## config.mk

```make
export PLATFORM = sky130hd
export DESIGN_NAME = execLane
export DESIGN_NICKNAME = d
export VERILOG_FILES = /design/src/source/execPkg.sv /design/src/source/divider.sv /design/src/source/execLane.sv /design/src/source/intAlu.sv /design/src/source/multiplier.sv
export SDC_FILE = /design/constraint.sdc
export NUM_CORES = 1
export LEC_CHECK = 0
export BUFFER_PORTS_ARGS = -buffer_cell sky130_fd_sc_hd__buf_4
export CORE_ASPECT_RATIO = 2
export CORE_MARGIN = 1
export CORE_UTILIZATION = 45
export DETAILED_ROUTE_END_ITERATION = 8
export GPL_TIMING_DRIVEN = 1
export PLACE_DENSITY = 0.63
export SLEW_MARGIN = 25
export SYNTH_ARGS = -nofsm -noshare
export SYNTH_HDL_FRONTEND = slang
export SYNTH_SLANG_ARGS = --single-unit
```

## constraint.sdc

```tcl
create_clock -name clk -period 12.15 [get_ports clk]
set_clock_uncertainty 0.15 [all_clocks]
set_input_delay 1.215 -clock clk [delete_from_list [all_inputs] [get_ports clk]]
set_output_delay 1.215 -clock clk [all_outputs]
set_load 0.02 [all_outputs]
```

## src/source/execPkg.sv

```systemverilog
`default_nettype none

package execPkg;

localparam XLEN = 32;
localparam SQN_W = 7;
localparam TAG_W = 6;
localparam DIV_STEPS = 32;
localparam DIV_CNT_W = $clog2(DIV_STEPS + 1);
localparam MUL_LAT = 2;

typedef logic [SQN_W-1:0] SqN;
typedef logic [TAG_W-1:0] Tag;

typedef enum logic [4:0] {
    OP_ADD, OP_SUB, OP_AND, OP_OR, OP_XOR,
    OP_SLL, OP_SRL, OP_SRA, OP_SLT, OP_SLTU,
    OP_BEQ, OP_BNE, OP_BLT, OP_BGE,
    OP_MUL, OP_MULH,
    OP_DIV, OP_DIVU, OP_REM, OP_REMU
} ExecOp;

typedef struct packed {
    logic valid;
    SqN sqN;
    Tag tagDst;
    ExecOp op;
    logic [XLEN-1:0] srcA;
    logic [XLEN-1:0] srcB;
    logic [XLEN-1:0] pc;
    logic [XLEN-1:0] imm; // branch offset
    logic predTaken;
} ExecUOp;

typedef struct packed {
    logic valid;
    SqN sqN;
    Tag tagDst;
    logic [XLEN-1:0] result;
} ExecResult;

typedef struct packed {
    logic valid; // set on mispredict only
    SqN sqN;
    logic [XLEN-1:0] target;
} BranchReport;

// wrap-around compare, a older than b
function automatic logic isOlder(SqN a, SqN b);
    SqN diff;
    diff = a - b;
    return diff[SQN_W-1];
endfunction

function automatic logic isKilled(logic flush, SqN flushSqN, SqN sqN);
    return flush && isOlder(flushSqN, sqN);
endfunction

function automatic logic isBranch(ExecOp op);
    return op inside {OP_BEQ, OP_BNE, OP_BLT, OP_BGE};
endfunction

function automatic logic isMul(ExecOp op);
    return op inside {OP_MUL, OP_MULH};
endfunction

function automatic logic isDiv(ExecOp op);
    return op inside {OP_DIV, OP_DIVU, OP_REM, OP_REMU};
endfunction

endpackage

`default_nettype wire

```

## src/source/divider.sv

```systemverilog
`timescale 1ns/1ps
`default_nettype none

module divider
(
    input wire clk,
    input wire rst,

    input wire execPkg::ExecUOp uop,
    input wire flush,
    input wire execPkg::SqN flushSqN,

    input wire slotFree,
    output wire busy,
    output execPkg::ExecResult result
);

import execPkg::*;

logic active;
logic [DIV_CNT_W-1:0] stepCnt;
logic [XLEN-1:0] quo;
logic [XLEN-1:0] rem;
logic [XLEN-1:0] dvsr;
logic negQ;
logic negR;
logic divZero;
logic wantRem;
SqN sqN;
Tag tagDst;

logic signedOp;
logic [XLEN-1:0] absA;
logic [XLEN-1:0] absB;
logic [XLEN:0] remShift;
logic [XLEN:0] remDiff;
logic done;
logic start;

assign signedOp = uop.op == OP_DIV || uop.op == OP_REM;
assign absA = (signedOp && uop.srcA[XLEN-1]) ? -uop.srcA : uop.srcA;
assign absB = (signedOp && uop.srcB[XLEN-1]) ? -uop.srcB : uop.srcB;

assign remShift = {rem, quo[XLEN-1]}; // dividend bits shift in from quo
assign remDiff = remShift - {1'b0, dvsr};

assign done = active && stepCnt == DIV_CNT_W'(DIV_STEPS);
assign start = uop.valid && !isKilled(flush, flushSqN, uop.sqN);
assign busy = active && !result.valid;

always_ff @(posedge clk) begin
    if (start) begin
        quo <= absA;
        rem <= '0;
        dvsr <= absB;
        negQ <= signedOp && (uop.srcA[XLEN-1] ^ uop.srcB[XLEN-1]);
        negR <= signedOp && uop.srcA[XLEN-1];
        divZero <= uop.srcB == '0;
        wantRem <= uop.op == OP_REM || uop.op == OP_REMU;
        sqN <= uop.sqN;
        tagDst <= uop.tagDst;
        stepCnt <= '0;
    end else if (active && !done) begin
        if (remShift >= {1'b0, dvsr}) begin
            rem <= remDiff[XLEN-1:0];
            quo <= {quo[XLEN-2:0], 1'b1};
        end else begin
            rem <= remShift[XLEN-1:0];
            quo <= {quo[XLEN-2:0], 1'b0};
        end
        stepCnt <= stepCnt + 1'b1;
    end
end

always_ff @(posedge clk) begin
    if (rst)
        active <= 1'b0;
    else if (start)
        active <= 1'b1;
    else if (result.valid || isKilled(flush, flushSqN, sqN))
        active <= 1'b0;
end

// waits here until the alu leaves the slot free
always_comb begin
    result.valid = done && slotFree;
    result.sqN = sqN;
    result.tagDst = tagDst;
    if (wantRem)
        result.result = negR ? -rem : rem;
    else if (divZero)
        result.result = '1;
    else
        result.result = negQ ? -quo : quo;
end

noStartWhileBusy: assert property (@(posedge clk) disable iff (rst)
    uop.valid |-> !busy);

endmodule

`default_nettype wire

```

## src/source/execLane.sv

```systemverilog
`timescale 1ns/1ps
`default_nettype none

module execLane
#(
    parameter int HAS_DIVIDER = 1
)
(
    input wire clk,
    input wire rst,

    input wire execPkg::ExecUOp issueUOp,
    output wire issueReady,

    input wire flush,
    input wire execPkg::SqN flushSqN,

    output execPkg::ExecResult wbResult,
    output execPkg::BranchReport branch
);

import execPkg::*;

ExecUOp aluUOp;
ExecUOp unitUOp;
ExecResult aluRes;
ExecResult unitRes;
logic blocked;
logic isUnitOp;
logic accept;

assign isUnitOp = (HAS_DIVIDER != 0) ? isDiv(issueUOp.op) : isMul(issueUOp.op);
assign issueReady = !blocked;

// on the divider lane only divides wait for the divider
assign accept = issueUOp.valid && (issueReady || (HAS_DIVIDER != 0 && !isUnitOp));

always_comb begin
    aluUOp = issueUOp;
    aluUOp.valid = accept && !isDiv(issueUOp.op) && !isMul(issueUOp.op);
    unitUOp = issueUOp;
    unitUOp.valid = accept && isUnitOp;
end

intAlu ialu
(
    .clk(clk),
    .rst(rst),
    .uop(aluUOp),
    .flush(flush),
    .flushSqN(flushSqN),
    .result(aluRes),
    .branch(branch)
);

generate
    if (HAS_DIVIDER != 0) begin : genDiv
        divider div
        (
            .clk(clk),
            .rst(rst),
            .uop(unitUOp),
            .flush(flush),
            .flushSqN(flushSqN),
            .slotFree(!aluRes.valid),
            .busy(blocked),
            .result(unitRes)
        );
    end else begin : genMul
        logic mulFollow; // keeps the slot after a multiply clear of alu results

        always_ff @(posedge clk) begin
            if (rst)
                mulFollow <= 1'b0;
            else
                mulFollow <= unitUOp.valid;
        end
        assign blocked = mulFollow;

        multiplier mul
        (
            .clk(clk),
            .rst(rst),
            .uop(unitUOp),
            .flush(flush),
            .flushSqN(flushSqN),
            .result(unitRes)
        );
    end
endgenerate

assign wbResult = aluRes.valid ? aluRes : unitRes; // alu first

endmodule

`default_nettype wire

```

## src/source/intAlu.sv

```systemverilog
`timescale 1ns/1ps
`default_nettype none

module intAlu
(
    input wire clk,
    input wire rst,

    input wire execPkg::ExecUOp uop,
    input wire flush,
    input wire execPkg::SqN flushSqN,

    output execPkg::ExecResult result,
    output execPkg::BranchReport branch
);

import execPkg::*;

logic [XLEN-1:0] aluOut;
logic [XLEN-1:0] target;
logic [4:0] shamt;
logic taken;
logic live;

assign shamt = uop.srcB[4:0];
assign live = uop.valid && !isKilled(flush, flushSqN, uop.sqN);

always_comb begin
    aluOut = '0;
    taken = 1'b0;
    case (uop.op)
        OP_ADD: aluOut = uop.srcA + uop.srcB;
        OP_SUB: aluOut = uop.srcA - uop.srcB;
        OP_AND: aluOut = uop.srcA & uop.srcB;
        OP_OR: aluOut = uop.srcA | uop.srcB;
        OP_XOR: aluOut = uop.srcA ^ uop.srcB;
        OP_SLL: aluOut = uop.srcA << shamt;
        OP_SRL: aluOut = uop.srcA >> shamt;
        OP_SRA: aluOut = $signed(uop.srcA) >>> shamt;
        OP_SLT: aluOut = {{(XLEN-1){1'b0}}, $signed(uop.srcA) < $signed(uop.srcB)};
        OP_SLTU: aluOut = {{(XLEN-1){1'b0}}, uop.srcA < uop.srcB};
        OP_BEQ: taken = uop.srcA == uop.srcB;
        OP_BNE: taken = uop.srcA != uop.srcB;
        OP_BLT: taken = $signed(uop.srcA) < $signed(uop.srcB);
        OP_BGE: taken = $signed(uop.srcA) >= $signed(uop.srcB);
        default: ;
    endcase
end

// actual next pc, reported only on mispredict
assign target = taken ? uop.pc + uop.imm : uop.pc + XLEN'(4);

always_ff @(posedge clk) begin
    result.sqN <= uop.sqN;
    result.tagDst <= uop.tagDst;
    result.result <= aluOut;
    branch.sqN <= uop.sqN;
    branch.target <= target;

    if (rst) begin
        result.valid <= 1'b0;
        branch.valid <= 1'b0;
    end else begin
        result.valid <= live && !isBranch(uop.op);
        branch.valid <= live && isBranch(uop.op) && (taken != uop.predTaken);
    end
end

// branches never write back
resultOrBranch: assert property (@(posedge clk) disable iff (rst)
    !(result.valid && branch.valid));

endmodule

`default_nettype wire

```

## src/source/multiplier.sv

```systemverilog
`timescale 1ns/1ps
`default_nettype none

module multiplier
(
    input wire clk,
    input wire rst,

    input wire execPkg::ExecUOp uop,
    input wire flush,
    input wire execPkg::SqN flushSqN,

    output execPkg::ExecResult result
);

import execPkg::*;

logic [MUL_LAT-1:0] stValid;
SqN stSqN[MUL_LAT];
Tag stTag[MUL_LAT];
logic stHigh;

// signed x signed, the low word is the same for mul
logic signed [XLEN+16:0] ppLo;
logic signed [XLEN+15:0] ppHi;
logic [2*XLEN-1:0] prod;
logic [XLEN-1:0] resWord;

assign prod = {{(XLEN-17){ppLo[XLEN+16]}}, ppLo} + {ppHi, 16'b0};

always_ff @(posedge clk) begin
    ppLo <= $signed({1'b0, uop.srcA[15:0]}) * $signed(uop.srcB);
    ppHi <= $signed(uop.srcA[XLEN-1:16]) * $signed(uop.srcB);
    stHigh <= uop.op == OP_MULH;
    resWord <= stHigh ? prod[2*XLEN-1:XLEN] : prod[XLEN-1:0];

    stSqN[0] <= uop.sqN;
    stTag[0] <= uop.tagDst;
    for (int i = 1; i < MUL_LAT; i++) begin
        stSqN[i] <= stSqN[i-1];
        stTag[i] <= stTag[i-1];
    end

    if (rst) begin
        stValid <= '0;
    end else begin
        stValid[0] <= uop.valid && !isKilled(flush, flushSqN, uop.sqN);
        for (int i = 1; i < MUL_LAT; i++)
            stValid[i] <= stValid[i-1] && !isKilled(flush, flushSqN, stSqN[i-1]);
    end
end

always_comb begin
    result.valid = stValid[MUL_LAT-1];
    result.sqN = stSqN[MUL_LAT-1];
    result.tagDst = stTag[MUL_LAT-1];
    result.result = resWord;
end

endmodule

`default_nettype wire
```

==> impl_summary.log <==
[metrics] gate count of the mapped netlist: 2864
[metrics] static power due to leakage: 10.5 nW
[metrics] buffers inserted by post-CTS timing repair: 0
[metrics] number of cell rows: 114
[metrics] total number of yosys warnings: 0
[metrics] synthesis-stage register bit count: 199
[metrics] die outline height: 314 um
[metrics] largest net degree at the start of global routing: 70
[metrics] antenna cells: 0
[metrics] I/O pin count: 245
[metrics] Avg WL per Cell: 27.3 um
[metrics] kind of start point of the critical path: input pin
[metrics] area grow syn2layout: 12.9%
[metrics] NumNets Final: 3314
[metrics] outcome: finished clean
[metrics] CP arrival: 6.27 ns
[metrics] worst path required time: 12.43 ns
[metrics] register cell area after layout: 0.00480 sq mm
[metrics] CTS H-Tree Depth: 4
[metrics] cells along the critical path: buf_4, inv_1, fa_1, nor2b_1, o311ai_0, a21oi_1, o21ai_1, a21oi_1, o31ai_1, a21o_1, a32o_2, buf_4, mux2i_1, xor2_1
[metrics] Overflow after GRT: 0
[metrics] primary flip-flop cell chosen by synthesis mapping: sky130_fd_sc_hd__dfxtp_1
[metrics] final count of hold timing violations: 0
[metrics] global-route wire length before repair: 143 mm
[metrics] number of buffer cells added on primary ports: 244
[metrics] Core Footprint: 0.0482 sq mm
[metrics] DRT Wirelength: 99.0 mm
[metrics] RSZ-0062 raised after global routing: no
[metrics] cell area after placement: 0.0242 sq mm
[metrics] slew of the pin with the lowest slew margin: 1.16 ns
[metrics] clock edge transition at the registers on the reported setup and hold paths: 0.09 ns
[metrics] number of buffers added by the clock tree synthesis step: 17
[metrics] number of instances in the placed design: 3594
[metrics] Clock Tree Root: sky130_fd_sc_hd__clkbuf_16
[metrics] maximum count of clock buffers along a single path: 2
[metrics] antenna violations before repair: 0
[metrics] later-pin clock latency in the skew report: 0.48 ns
[metrics] Post-Layout Cell Count: 3626
[metrics] number of synthesized flops with an enable pin: 81
[metrics] Die Width: 158 um
[metrics] remaining routing DRC violations: 0
[metrics] unique cell type count in the Yosys netlist: 80
[metrics] post-layout instance area: 0.0248 sq mm
[metrics] Bufs and invs on worst path: 3
[metrics] number of nets produced by synthesis: 3203
[metrics] remaining number of nets flagged by the antenna check after routing: 0
[metrics] clock tree from TritonCTS: built
[metrics] number of pins exceeding their max-slew limit in the final report: 0
[metrics] number of vias per cell: 6.37
[metrics] total half-perimeter wirelength after legalization and detailed placement: 78.7 mm
[metrics] final-layout setup total negative slack: 0 ns
[metrics] worst hold path class: reg2reg
[metrics] highest clock rate: 167 MHz
[metrics] Vias: 23.1k
[metrics] First DRT Iteration DRCs: 1972
[metrics] Pwr Density: 124 mW/mm^2
[metrics] area enclosed by the die boundary: 0.0497 sq mm
[metrics] area used by multi-input combinational logic: 0.0159 sq mm
[metrics] worst slew slack as a fraction of its limit: 0.221
[metrics] crit path time final: 5.99 ns
[metrics] TritonCTS Sinks: 199
[metrics] CP Capture Type: flip-flop
[metrics] quantity of gates resized following cts: 0
[metrics] average instance area after synthesis: 7.67 sq um
[metrics] gp weighted congestion: 1.02
[metrics] critical path start-end classification: in2reg
[metrics] Hold-fix buffers, CTS: 0
[metrics] period utilization: 0.493
[metrics] number of global-route vias before repair: 22.9k
[metrics] master of the slowest instance on the critical path: sky130_fd_sc_hd__o21ai_1
[metrics] number of detailed-route iterations in the first pass: 7
[metrics] Filler Cell Count: 4881
[metrics] Max FO, Critical Path: 62
[metrics] Max Cap Violations: 0
[metrics] proportion of layout cells with a drive suffix above 1: 0.132
[metrics] maximum resistive drop on vdd: 0.0879 mV
[metrics] part of the Yosys area used for sequential elements: 0.218
[metrics] share of synthesized flip-flops with an asynchronous set or reset: 0
[metrics] total of endpoints with negative setup slack in the final report: 0
[metrics] Initial Utilization: 0.455
[metrics] Worst path top cell family by delay: compound AO/OA/AOI/OAI gates
[metrics] total track usage: 0.395
[metrics] slowest stage delay, CP: 0.75 ns
[metrics] Cell Area, Synth: 0.0220 sq mm
[metrics] commonest cells after routing, fill and taps aside: 279 x sky130_fd_sc_hd__nand2_1, 279 x sky130_fd_sc_hd__buf_4, 270 x sky130_fd_sc_hd__o21ai_0, 247 x sky130_fd_sc_hd__nor2_1, 234 x sky130_fd_sc_hd__a21oi_1
## final cells by class
type / instances / area share
clock buffer: 20 / 0.0197
clock inverter: 12 / 0.00500
inverter: 164 / 0.0248
multi-input combinational: 2314 / 0.640
sequential: 199 / 0.194
tap: 638 / 0.0322
timing repair buffer: 279 / 0.0845
## where the power goes
group	switching [mW]	internal, mW
Clock	0.318	0.303
Combinational	0.933	0.606
Sequential	0.126	0.785
## final timing paths
kind,start,end,slack [ns],cells after the start
setup / recovery,issueUOp[66],ialu.branch[31],6.16,14
hold / removal,genDiv.div.stepCnt[1],genDiv.div.stepCnt[1],0.37,2
setup reg to reg,genDiv.div.rem[0],genDiv.div.rem[2],7.70,12
hold reg to reg,genDiv.div.stepCnt[1],genDiv.div.stepCnt[1],0.37,2
## synthesized netlist by cell type, drive strengths merged (9+ instances only)
cell type	n	area share
a211o	13	0.0052
a211oi	41	0.014
a21o	85	0.029
a21oi	234	0.053
a221o	18	0.0082
a221oi	49	0.020
a22oi	14	0.0048
a31oi	28	0.0080
a41oi	9	0.0036
and2	16	0.0046
and3	24	0.0068
buf	41	0.0084
clkbuf	146	0.025
dfxtp	118	0.11
edfxtp	81	0.11
ha	177	0.10
inv	163	0.028
mux2	19	0.0097
mux2i	69	0.031
mux4	28	0.029
nand2	279	0.048
nand2b	14	0.0040
nand3	54	0.012
nand4	24	0.0068
nor2	248	0.042
nor2b	23	0.0066
nor3	47	0.011
nor4	30	0.0085
o2111ai	9	0.0036
o211ai	27	0.0092
o21a	15	0.0051
o21ai	272	0.062
o21bai	18	0.0062
o22ai	11	0.0031
o31ai	35	0.012
o41ai	9	0.0039
or2	12	0.0034
or3	27	0.0081
or4	9	0.0034
xnor2	156	0.062
xor2	82	0.033
## metrics by stage
step                      worst slack [ns]  utilization  hold slack [ns]  total power, mW
final                                 6.16        0.514            0.370             3.07
after global routing                  5.93        0.514            0.407             3.22
after CTS                             6.17        0.514            0.375             3.04
after detailed placement              5.67        0.501            0.359             2.42
after global placement                5.77        0.501            0.357             2.40
after floorplan                       6.62            -            0.332             1.92
## flip-flops by register name, indices dropped and copies added, names as in the netlist
register and cells:
genDiv.div.sqN 7, genDiv.div.wantRem 1, ialu.result 46, genDiv.div.rem 32, genDiv.div.tagDst 6, genDiv.div.dvsr 32
ialu.branch 33, genDiv.div.active 1, genDiv.div.negQ 1, genDiv.div.stepCnt 6, genDiv.div.quo 32, genDiv.div.negR 1
genDiv.div.divZero 1
## cells by family (layout without fill, tap and decap cells)
logic type	Yosys count	count (layout)	synth area share
compound gates	956	956	0.279
simple gates	823	823	0.172
buf+inv	351	475	0.0614
xor+xnor	238	238	0.0950
flops	199	199	0.218
fa+ha+maj	181	181	0.105
mux	116	116	0.0699
## per-layer routing
layer	vias to the layer above	global-route usage	wire length (um)
met2	1095	0.690	49200
met1	11000	0.402	33800
met5	-	0	0
li1	10600	-	-
met3	333	0.0522	5780
met4	0	0.362	10200
## tightest hold or removal path, stage by stage, from the launching register on
cell and delay, ns:
sky130_fd_sc_hd__dfxtp_1 0.33, sky130_fd_sc_hd__inv_1 0.07, sky130_fd_sc_hd__o31ai_1 0.07
Note: power is estimated with default switching activity, not from simulation.
