--- config.mk ---
export PLATFORM = sky130hd
export DESIGN_NAME = branchResolve
export DESIGN_NICKNAME = d
export VERILOG_FILES = /design/src/source/execPkg.sv /design/src/source/branchResolve.sv
export SDC_FILE = /design/constraint.sdc
export NUM_CORES = 1
export LEC_CHECK = 0
export BUFFER_PORTS_ARGS = -buffer_cell sky130_fd_sc_hd__clkbuf_2
export CAP_MARGIN = 20
export CORE_ASPECT_RATIO = 1.2
export CORE_MARGIN = 3
export CORE_UTILIZATION = 41
export DETAILED_ROUTE_END_ITERATION = 7
export GPL_TIMING_DRIVEN = 0
export PLACE_DENSITY = 0.79
export RECOVER_POWER = 25
export SYNTH_ARGS = -nofsm -noshare
export SYNTH_HDL_FRONTEND = slang
export SYNTH_SLANG_ARGS = --single-unit
--- constraint.sdc ---
create_clock -name clk -period 2.6 [get_ports clk]
set_input_delay 0.13 -clock clk [delete_from_list [all_inputs] [get_ports clk]]
set_output_delay 0.13 -clock clk [all_outputs]
set_load 0.01 [all_outputs]
--- src/source/execPkg.sv ---
`default_nettype none

package execPkg;

localparam XLEN = 32;
localparam SQN_W = 7;
localparam TAG_W = 6;
localparam DIV_STEPS = 32;
localparam DIV_CNT_W = $clog2(DIV_STEPS + 1);
localparam MUL_LAT = 2;

typedef logic [SQN_W-1:0] SqN;
typedef logic [TAG_W-1:0] Tag;

typedef enum logic [4:0] {
    OP_ADD, OP_SUB, OP_AND, OP_OR, OP_XOR,
    OP_SLL, OP_SRL, OP_SRA, OP_SLT, OP_SLTU,
    OP_BEQ, OP_BNE, OP_BLT, OP_BGE,
    OP_MUL, OP_MULH,
    OP_DIV, OP_DIVU, OP_REM, OP_REMU
} ExecOp;

typedef struct packed {
    logic valid;
    SqN sqN;
    Tag tagDst;
    ExecOp op;
    logic [XLEN-1:0] srcA;
    logic [XLEN-1:0] srcB;
    logic [XLEN-1:0] pc;
    logic [XLEN-1:0] imm; // branch offset
    logic predTaken;
} ExecUOp;

typedef struct packed {
    logic valid;
    SqN sqN;
    Tag tagDst;
    logic [XLEN-1:0] result;
} ExecResult;

typedef struct packed {
    logic valid; // set on mispredict only
    SqN sqN;
    logic [XLEN-1:0] target;
} BranchReport;

// wrap-around compare, a older than b
function automatic logic isOlder(SqN a, SqN b);
    SqN diff;
    diff = a - b;
    return diff[SQN_W-1];
endfunction

function automatic logic isKilled(logic flush, SqN flushSqN, SqN sqN);
    return flush && isOlder(flushSqN, sqN);
endfunction

function automatic logic isBranch(ExecOp op);
    return op inside {OP_BEQ, OP_BNE, OP_BLT, OP_BGE};
endfunction

function automatic logic isMul(ExecOp op);
    return op inside {OP_MUL, OP_MULH};
endfunction

function automatic logic isDiv(ExecOp op);
    return op inside {OP_DIV, OP_DIVU, OP_REM, OP_REMU};
endfunction

endpackage

`default_nettype wire

--- src/source/branchResolve.sv ---
`timescale 1ns/1ps
`default_nettype none

module branchResolve
(
    input wire clk,
    input wire rst,

    input wire execPkg::BranchReport branch0,
    input wire execPkg::BranchReport branch1,

    output execPkg::BranchReport branchOut,
    output logic invalidate,
    output execPkg::SqN invalidateSqN
);

import execPkg::*;

BranchReport pick;
logic use0;
logic use1;

// reports from ops the current invalidation already removes
assign use0 = branch0.valid && !isKilled(invalidate, invalidateSqN, branch0.sqN);
assign use1 = branch1.valid && !isKilled(invalidate, invalidateSqN, branch1.sqN);

always_comb begin
    if (use0 && use1)
        pick = isOlder(branch1.sqN, branch0.sqN) ? branch1 : branch0;
    else if (use1)
        pick = branch1;
    else
        pick = branch0;
    pick.valid = use0 || use1;
end

always_ff @(posedge clk) begin
    branchOut.sqN <= pick.sqN;
    branchOut.target <= pick.target;
    invalidateSqN <= pick.sqN;

    if (rst) begin
        branchOut.valid <= 1'b0;
        invalidate <= 1'b0;
    end else begin
        branchOut.valid <= pick.valid;
        invalidate <= pick.valid;
    end
end

invalidateMatchesBranch: assert property (@(posedge clk) disable iff (rst)
    invalidate == branchOut.valid);

endmodule

`default_nettype wire

==> reports/metrics.csv, run 1 <==
stage;metric;value;unit
run_status;status;finished clean;
sta;finClkSkew;5.29;ps
run;max_cap_violations;0;
drt;drc;0;
cts;cts-root-buf;clkbuf_8;
layout;layout_commonest_cell;clkbuf_2;
global_route;grt_max_degree;13;
floorplan;ios;130;
sta;fmax;425;MHz
place;place_congestion;0.834;
floorplan;die_w;68.4;um
setup_path;crit_fanout;10;
sta;finalCritPeriodShare;90.5;%
place;io_buffers;129;
yosys;synth_warnings;0;
setup_path;worstPathArrival;2520;ps
place;placed_cells;335;
yosys;syn_inst;150;
drt;viasPerCell;4.60;
layout;area_delta_synth_final;43.2;%
cts;numCtsBuffers;5;
cts;cts_setup_buffers;0;
worst_hold_path;hold_path_class;primary input to flip-flop;
cts;cts.clk_slew.worst_paths;70;ps
power;cellPowerDensity;691;nW/um2
yosys;netlist_area;1910;um2
layout;final_cell_mix;107 x clkbuf_2, 40 x dfxtp_1, 22 x clkbuf_1;
sta;slew_headroom;78.3;%
cts;cts_num_sinks;40;
power;leakagePower;0.00145;uW
yosys;syn_avg_cell_area;12.8;um2
global_route;grt_pass1_wl;6.35;mm
setup_path;start_kind;flip-flop;
layout;layout-drive-gt1-share;58.2;%
drt;drtIter0Drc;31;
power;ir_drop;279;uV
global_route;grt_antenna_before_repair;0;
layout;fin_nets;384;
yosys;synth_async_sr_flop_share;0;%
yosys;seq_area_frac_synth;41.9;%
floorplan;die_area;5520;um2
cts;cts_tree;built;
place;dp_hpwl;3.94;mm
setup_path;path_cells;ha_1 -> nand4_1 -> o221ai_1 -> mux2i_1 -> a31o_4 -> buf_6 -> buf_12 -> mux2_4;
cts;clockBufferDepth;2;
yosys;synth-main-ff-cell;dfxtp_1;
setup_path;cpPeakStageDelay;370;ps
drt;drtPass1Iterations;2;
drt;num_vias;1578;
floorplan;rows;26;
layout;diodes;0;
layout;n_fill_cell;372;
yosys;yosysUniqueCellTypes;32;
yosys;synth-edff-count;0;
sta;tightest_slew;316;ps
global_route;grt_pass1_vias;1450;
cts;h-tree-depth;2;
floorplan;die_h;80.8;um
cts;clk_latency;280;ps
global_route;gr-usage-all-layers;15.3;%
yosys;synth_nets;247;
setup_path;worstPathRequired;2770;ps
sta;finalHoldViolations;0;
floorplan;design.core.area;4390;um2
global_route;grt_overflow;0;
yosys;ys_ff_latch;40;
layout;fin_cells;343;
drt;drtAntennaViolNets;0;
floorplan;floorplan.initialDensity;43.6;%
sta;drv_slew;0;
setup_path;end_kind;flip-flop;
sta;finalSetupViolCount;0;
setup_path;critical_path_class;flip-flop to flip-flop;
sta;fin_setup_tns;0;ps
drt;wire_per_inst;13.1;um
sta;min_period;2350;ps
sta;rsz0062_at_grt;false;
drt;wirelength;4.51;mm
setup_path;cpMaxStageDelayCell;mux2i_1;
## repair_timing
item	CTS	global route
resized for setup	0	0
endpoints found under the hold margin	1	0
hold buffers	1	0
## sequential cells by signal, summed over array words and instances (netlist names)
signal         flops
branchOut         32
invalidate         1
invalidateSqN      7
## where the power goes
| group | internal, uW | leakage [uW] | switching (uW) |
|---|---|---|---|
| logic | 321 | 0.00105 | 258 |
| registers | 703 | 0.000337 | 38.1 |
| clock network | 378 | 0.0000642 | 196 |
| total | 1400 | 0.00145 | 492 |
## synth_stat cells, drive strengths merged (2+ instances only)
master / count / area share [%]
dfxtp: 40 / 42
mux2: 34 / 23
ha: 15 / 9.8
buf: 12 / 6.2
inv: 11 / 2.2
mux2i: 6 / 3.1
a21oi: 5 / 1.3
nand2b: 3 / 0.98
a31oi: 2 / 1.4
nand2: 2 / 0.39
o2111ai: 2 / 1.2
o211ai: 2 / 1.0
xnor2: 2 / 0.92
xor2: 2 / 0.92
## worst max-delay path, delay by kind of cell, from the launching register on
| kind | cells | cell delay [ps] |
|---|---|---|
| compound gates | 2 | 480 |
| fa+ha+maj | 1 | 320 |
| buf+inv | 2 | 320 |
| flops | 1 | 340 |
| mux | 2 | 670 |
| simple gates | 1 | 90 |
## stage by stage
step	setup WS [ps]	power (uW)	instance area (um2)	util (%)	hold WS [ps]
4_1_cts	203	1940	2770	63.0	61.5
3_3_place_gp	271	1340	2630	59.9	286
5_1_grt	57.2	2000	2740	62.4	61.5
2_1_floorplan	461	1130	1910	-	199
6_report	247	1890	2740	62.4	69.1
3_5_place_dp	221	1350	2630	59.9	300
## kinds of logic (layout without fill, tap and decap cells)
kind of cell	count (synthesis)	after routing	share of synthesized area [%]
multiplexers	40	40	26.1
AND/OR/NAND/NOR	10	10	3.21
XOR/XNOR	4	4	1.83
adder cells (fa/ha/maj)	15	15	9.81
flip-flops	40	40	41.9
AO/OA/AOI/OAI	18	18	8.83
buffers and inverters	23	160	8.37
## routing by layer
| layer | track usage, % | share of wire [%] |
|---|---|---|
| met3 | 5.39 | 13 |
| met2 | 30.1 | 52 |
| met1 | 14.8 | 34 |
| met5 | 0 | 0 |
| met4 | 2.98 | 0.67 |
## final cells by class
class / count / area, um2 / share of cell area [%]
clock inverters: 2 / 60.1 / 2.19
well taps: 56 / 70.1 / 2.56
repair buffers: 130 / 628 / 22.9
flip-flops and latches: 40 / 801 / 29.2
multi-input cells: 87 / 952 / 34.7
inverters: 11 / 41.3 / 1.51
clock buffers: 5 / 68.8 / 2.51
plain buffers: 12 / 119 / 4.34
## worst paths after layout
check | start | end | slack (ps) | cells after the start
setup reg to reg | invalidateSqN[5] | branchOut[19] | 250 | 8
setup / recovery | invalidateSqN[5] | branchOut[19] | 250 | 8
hold / removal | branch1[9] | branchOut[9] | 70 | 2
hold reg to reg | invalidate | invalidate | 780 | 3
No activity file was read; power rests on OpenSTA's default activity.
==> run 2: changes to the inputs <==
--- a/constraint.sdc
+++ b/constraint.sdc
@@ -3,2 +3,2 @@
 set_output_delay 0.13 -clock clk [all_outputs]
-set_load 0.01 [all_outputs]
+set_load 0.1 [all_outputs]
==> reports/metrics.csv, run 2 (same netlist as run 1, synthesis figures left out) <==
stage;metric;value;unit;change
run_status;status;finished clean;;
layout;diodes;0;;unchanged
worst_hold_path;hold_path.startpoint;branch1[13];;
floorplan;die_area;5520;um2;unchanged
layout;layout_commonest_cell;clkbuf_2;;
sta;fin_ws;268;ps;+21.2 ps
drt;drtPass1Iterations;4;;+2
global_route;grt_overflow;0;;unchanged
power;total_power;2540;uW;+34%
cts;numCtsBuffers;5;;unchanged
floorplan;floorplan.initialDensity;43.6;%;unchanged
sta;finClkSkew;4.91;ps;-0.381 ps
setup_path;cpMaxStageDelayCell;mux2i_1;;
sta;min_period;2330;ps;-21.2 ps
run;max_cap_violations;0;;unchanged
sta;finalCritPeriodShare;89.7;%;-0.81 points
floorplan;design.core.area;4390;um2;unchanged
cts;cts_tree;built;;
power;leakagePower;0.00144;uW;-0.69%
sta;finalHoldViolations;0;;unchanged
place;placed_cells;335;;unchanged
cts;clk_latency;280;ps;about the same
setup_path;start_kind;flip-flop;;
sta;drv_slew;0;;unchanged
cts;cts-root-buf;clkbuf_8;;
drt;wire_per_inst;13.3;um;+0.79%
sta;slew_headroom;20.6;%;-58 points
power;cellPowerDensity;931;nW/um2;+35%
sta;rsz0062_at_grt;false;;
drt;num_vias;1575;;-0.19%
setup_path;setup.worst_path.start;invalidateSqN[5];;
place;pre_cts_slack;242;ps;+21.0 ps
setup_path;crit_fanout;10;;unchanged
sta;fin_setup_tns;0;ps;unchanged
layout;area_delta_synth_final;42.8;%;
layout;final_cell_mix;107 x clkbuf_2, 33 x dfxtp_1, 22 x clkbuf_1;;
layout;regMostFlops;branchOut;;
layout;largest_reg_flops;32;;unchanged
setup_path;critical_path_class;flip-flop to flip-flop;;
floorplan;die_w;68.4;um;unchanged
layout;top_regs;branchOut x32, invalidateSqN x7, invalidate x1;;
floorplan;ios;130;;unchanged
layout;fin_cells;344;;+0.29%
setup_path;worstPathArrival;2500;ps;-20 ps
setup_path;crit_buf_inv;2;;unchanged
drt;drtAntennaViolNets;0;;unchanged
setup_path;worstPathRequired;2760;ps;about the same
power;ir_drop;452;uV;+62%
layout;layout-drive-gt1-share;60.8;%;+2.6 points
cts;cts.clk_slew.worst_paths;80;ps;about the same
global_route;grt_pass1_vias;1550;;+6.9%
place;dp_hpwl;3.94;mm;about the same
drt;drc;0;;unchanged
drt;drtIter0Drc;30;;-3.2%
cts;clockBufferDepth;2;;unchanged
sta;fmax;429;MHz;+0.91%
global_route;grt_antenna_before_repair;0;;unchanged
cts;cts_num_sinks;40;;unchanged
sta;finalSetupViolCount;0;;unchanged
setup_path;crit_family;multiplexers;;
setup_path;r2r-start;invalidateSqN[5];;
place;place_congestion;0.852;;+2.2%
setup_path;end_kind;flip-flop;;
global_route;gr-usage-all-layers;15.8;%;+0.53 points
floorplan;die_h;80.8;um;unchanged
place;io_buffers;129;;unchanged
setup_path;path_cells;ha_1 -> nand4_1 -> o221ai_1 -> mux2i_1 -> a31o_4 -> buf_6 -> buf_12 -> mux2_4;;
cts;h-tree-depth;2;;unchanged
setup_path;cpPeakStageDelay;350;ps;-20 ps
sta;tightest_slew;1200;ps;+880 ps
layout;fin_nets;384;;unchanged
worst_hold_path;hold_path_class;primary input to flip-flop;;
global_route;grt_pass1_wl;6.62;mm;+4.2%
global_route;grt_max_degree;14;;+1
floorplan;rows;26;;unchanged
drt;wirelength;4.56;mm;+1.1%
drt;viasPerCell;4.58;;-0.48%
-- run 2: metal layers --
metal  share of wire (%)  up-vias  GRT usage (%)
li1                    -      801              -
met1                  34      677           15.0
met2                  52       91           30.8
met3                  13        6           5.12
met4                0.97        0           5.37
met5                   0        -              0
-- run 2: worst paths after layout --
path	to	slack (ps)	cells after the start
max	branchOut[31]	270	8
min	branchOut[13]	70	2
max reg2reg	branchOut[31]	270	8
min reg2reg	invalidate	790	3
-- run 2: report_power, final --
group	internal (uW)	switching, uW	total, uW
Sequential	706	37.4	744
Combinational	320	991	1310
Clock	284	205	489
-- run 2: repair_timing --
item | in CTS | in global routing
setup buffers | 0 | 0
hold buffers | 1 | 0
endpoints found under the hold margin | 1 | 0
resized for setup | 0 | 0
-- run 2: cell type report --
class	count	area, um2
multi-input cells	87	952
plain buffers	12	119
inverters	11	41.3
clock buffers	5	68.8
clock inverters	3	42.5
fillers	386	1660
well taps	56	70.1
repair buffers	130	628
flip-flops and latches	40	810
-- run 2: worst reg2reg max path, stage by stage (launching register included) --
cell and delay (ps):
dfxtp_2 340, ha_1 310, nand4_1 90, o221ai_1 290, mux2i_1 350, a31o_4 200
buf_6 160, buf_12 160, mux2_4 310
-- run 2: per-stage QoR --
| step | util [%] | area, um2 | hold WS, ps |
|---|---|---|---|
| floorplan | - | 1920 | 199 |
| global placement | 60.1 | 2640 | 287 |
| detailed placement | 60.1 | 2640 | 290 |
| CTS | 62.8 | 2760 | 55.3 |
| global route | 62.2 | 2730 | 57.2 |
| finish | 62.2 | 2730 | 68.4 |
==> run 3: changes to the inputs <==
clock period = 2.25 ns   (was 2.6 ns; I/O delays follow)
==> reports/metrics.csv, run 3 (same netlist as run 1, synthesis figures left out) <==
stage;metric;value;unit;change
setup_path;crit_fanout;7;;-3
power;leakagePower;0.00157;uW;+8.7%
global_route;grt_max_degree;13;;-1
global_route;gr-usage-all-layers;16.0;%;+0.14 points
layout;layout-drive-gt1-share;66.7;%;+5.9 points
sta;fin_setup_tns;0;ps;unchanged
place;place_congestion;0.854;;+0.22%
global_route;grt_pass1_vias;1555;;+0.32%
place;io_buffers;129;;unchanged
place;dp_hpwl;3.93;mm;-0.31%
drt;drc;0;;unchanged
layout;regMostFlops;branchOut;;
worst_hold_path;hold_path_class;primary input to flip-flop;;
drt;drtAntennaViolNets;0;;unchanged
cts;cts_num_sinks;40;;unchanged
layout;area_delta_synth_final;58.2;%;
floorplan;die_area;5520;um2;unchanged
layout;diodes;0;;unchanged
drt;wirelength;4.94;mm;+8.4%
sta;finClkSkew;4.49;ps;-0.423 ps
global_route;grt_antenna_before_repair;0;;unchanged
setup_path;end_kind;flip-flop;;
global_route;grt_overflow;0;;unchanged
cts;cts-root-buf;clkbuf_8;;
floorplan;die_h;80.8;um;unchanged
setup_path;worstPathArrival;2370;ps;-130 ps
setup_path;start_kind;flip-flop;;
drt;num_vias;1635;;+3.8%
setup_path;critical_path_class;flip-flop to flip-flop;;
drt;wire_per_inst;14.0;um;+5.6%
drt;drtPass1Iterations;4;;unchanged
cts;clockBufferDepth;2;;unchanged
sta;fin_ws;52.1;ps;-216 ps
drt;viasPerCell;4.63;;+1.2%
sta;fmax;455;MHz;+6.1%
sta;slew_headroom;20.2;%;-0.43 points
sta;rsz0062_at_grt;true;;
cts;cts.clk_slew.worst_paths;80;ps;about the same
layout;fin_nets;394;;+2.6%
cts;clk_latency;280;ps;about the same
run;max_cap_violations;0;;unchanged
cts;cts_tree;built;;
cts;numCtsBuffers;5;;unchanged
sta;finalSetupViolCount;0;;unchanged
global_route;grt_pass1_wl;6.70;mm;+1.1%
cts;h-tree-depth;2;;unchanged
layout;top_regs;branchOut x32, invalidateSqN x7, invalidate x1;;
place;pre_cts_slack;-77.9;ps;-320 ps
sta;finalCritPeriodShare;97.7;%;+8.0 points
power;ir_drop;399;uV;-12%
setup_path;worstPathRequired;2420;ps;-340 ps
layout;fin_cells;353;;+2.6%
layout;design_area;3030;um2;+11%
drt;drtIter0Drc;52;;+73%
sta;min_period;2200;ps;-134 ps
power;cellPowerDensity;1030;nW/um2;+10%
sta;drv_slew;0;;unchanged
layout;layout_commonest_cell;clkbuf_2;;
layout;final_core_util;68.9;%;+6.7 points
floorplan;ios;130;;unchanged
layout;n_fill_cell;351;;-9.1%
layout;final_cell_mix;111 x clkbuf_2, 32 x dfxtp_1, 21 x mux2_4;;
floorplan;rows;26;;unchanged
floorplan;floorplan.initialDensity;43.6;%;unchanged
place;placed_cells;335;;unchanged
place;dpl_cell_area;2710;um2;+2.8%
run_status;status;finished clean;;
floorplan;die_w;68.4;um;unchanged
floorplan;design.core.area;4390;um2;unchanged
sta;finalHoldViolations;0;;unchanged
layout;largest_reg_flops;32;;unchanged
sta;tightest_slew;1200;ps;+6.53 ps
run 3: cell types whose count changed in the layout (fill, tap and decap cells not counted), moves of 6 or more:
cell     change
mux2_4       +6
ha_1         -7
dfxtp_2      -6
dfxtp_4      +7
ha_4         +7
mux2_2       -6
buf_4        +6
run 3: through the flow:
step           power (uW)  hold slack [ps]
3_5_place_dp         2430              265
2_1_floorplan        2180              174
4_1_cts              3040             37.9
3_3_place_gp         2420              261
6_report             3110             48.4
5_1_grt              3250             36.6
run 3: cell type report:
type	count	area, um2	share of cell area [%]
repair buffers	140	768	25.4
flip-flops and latches	40	828	27.4
clock buffers	7	119	3.93
well taps	56	70.1	2.32
plain buffers	12	128	4.22
inverters	11	41.3	1.36
multi-input cells	87	1070	35.4
run 3: critical path: stages, from the launching register on:
cell and delay [ps]:
dfxtp_4 370, ha_4 270, nand4_1 110, o221ai_2 260, mux2i_2 280, a31o_4 200, buf_12 140, clkbuf_16 150
mux2_4 300
run 3: routing by layer:
layer	vias up	share of wire [%]	GRT usage, %
li1	812	-	-
met1	727	35	14.4
met2	92	52	32.3
met3	4	12	6.22
met4	0	0.59	2.98
met5	-	0	0
run 3: worst paths after layout:
kind	from	endpoint	slack (ps)	cells after the start
min	branch0[9]	branchOut[9]	50	2
min reg2reg	invalidate	invalidate	700	3
max reg2reg	invalidateSqN[5]	branchOut[21]	50	8
max	invalidateSqN[5]	branchOut[21]	50	8
run 3: timing repair:
| item | in CTS | in global routing |
|---|---|---|
| endpoints found under the hold margin | 1 | 0 |
| gates cloned | 0 | 2 |
| hold buffers | 1 | 0 |
| buffers inserted | 1 | 7 |
| resized for setup | 1 | 11 |
| setup endpoints to repair | 20 | 15 |
| pin swaps | 0 | 6 |
run 3: where the power goes:
group / leakage, uW / internal, uW / switching, uW
sequential: 0.000340 / 818 / 51.7
combinational: 0.00116 / 481 / 1180
clock: 0.0000606 / 347 / 238
total: 0.00157 / 1650 / 1470
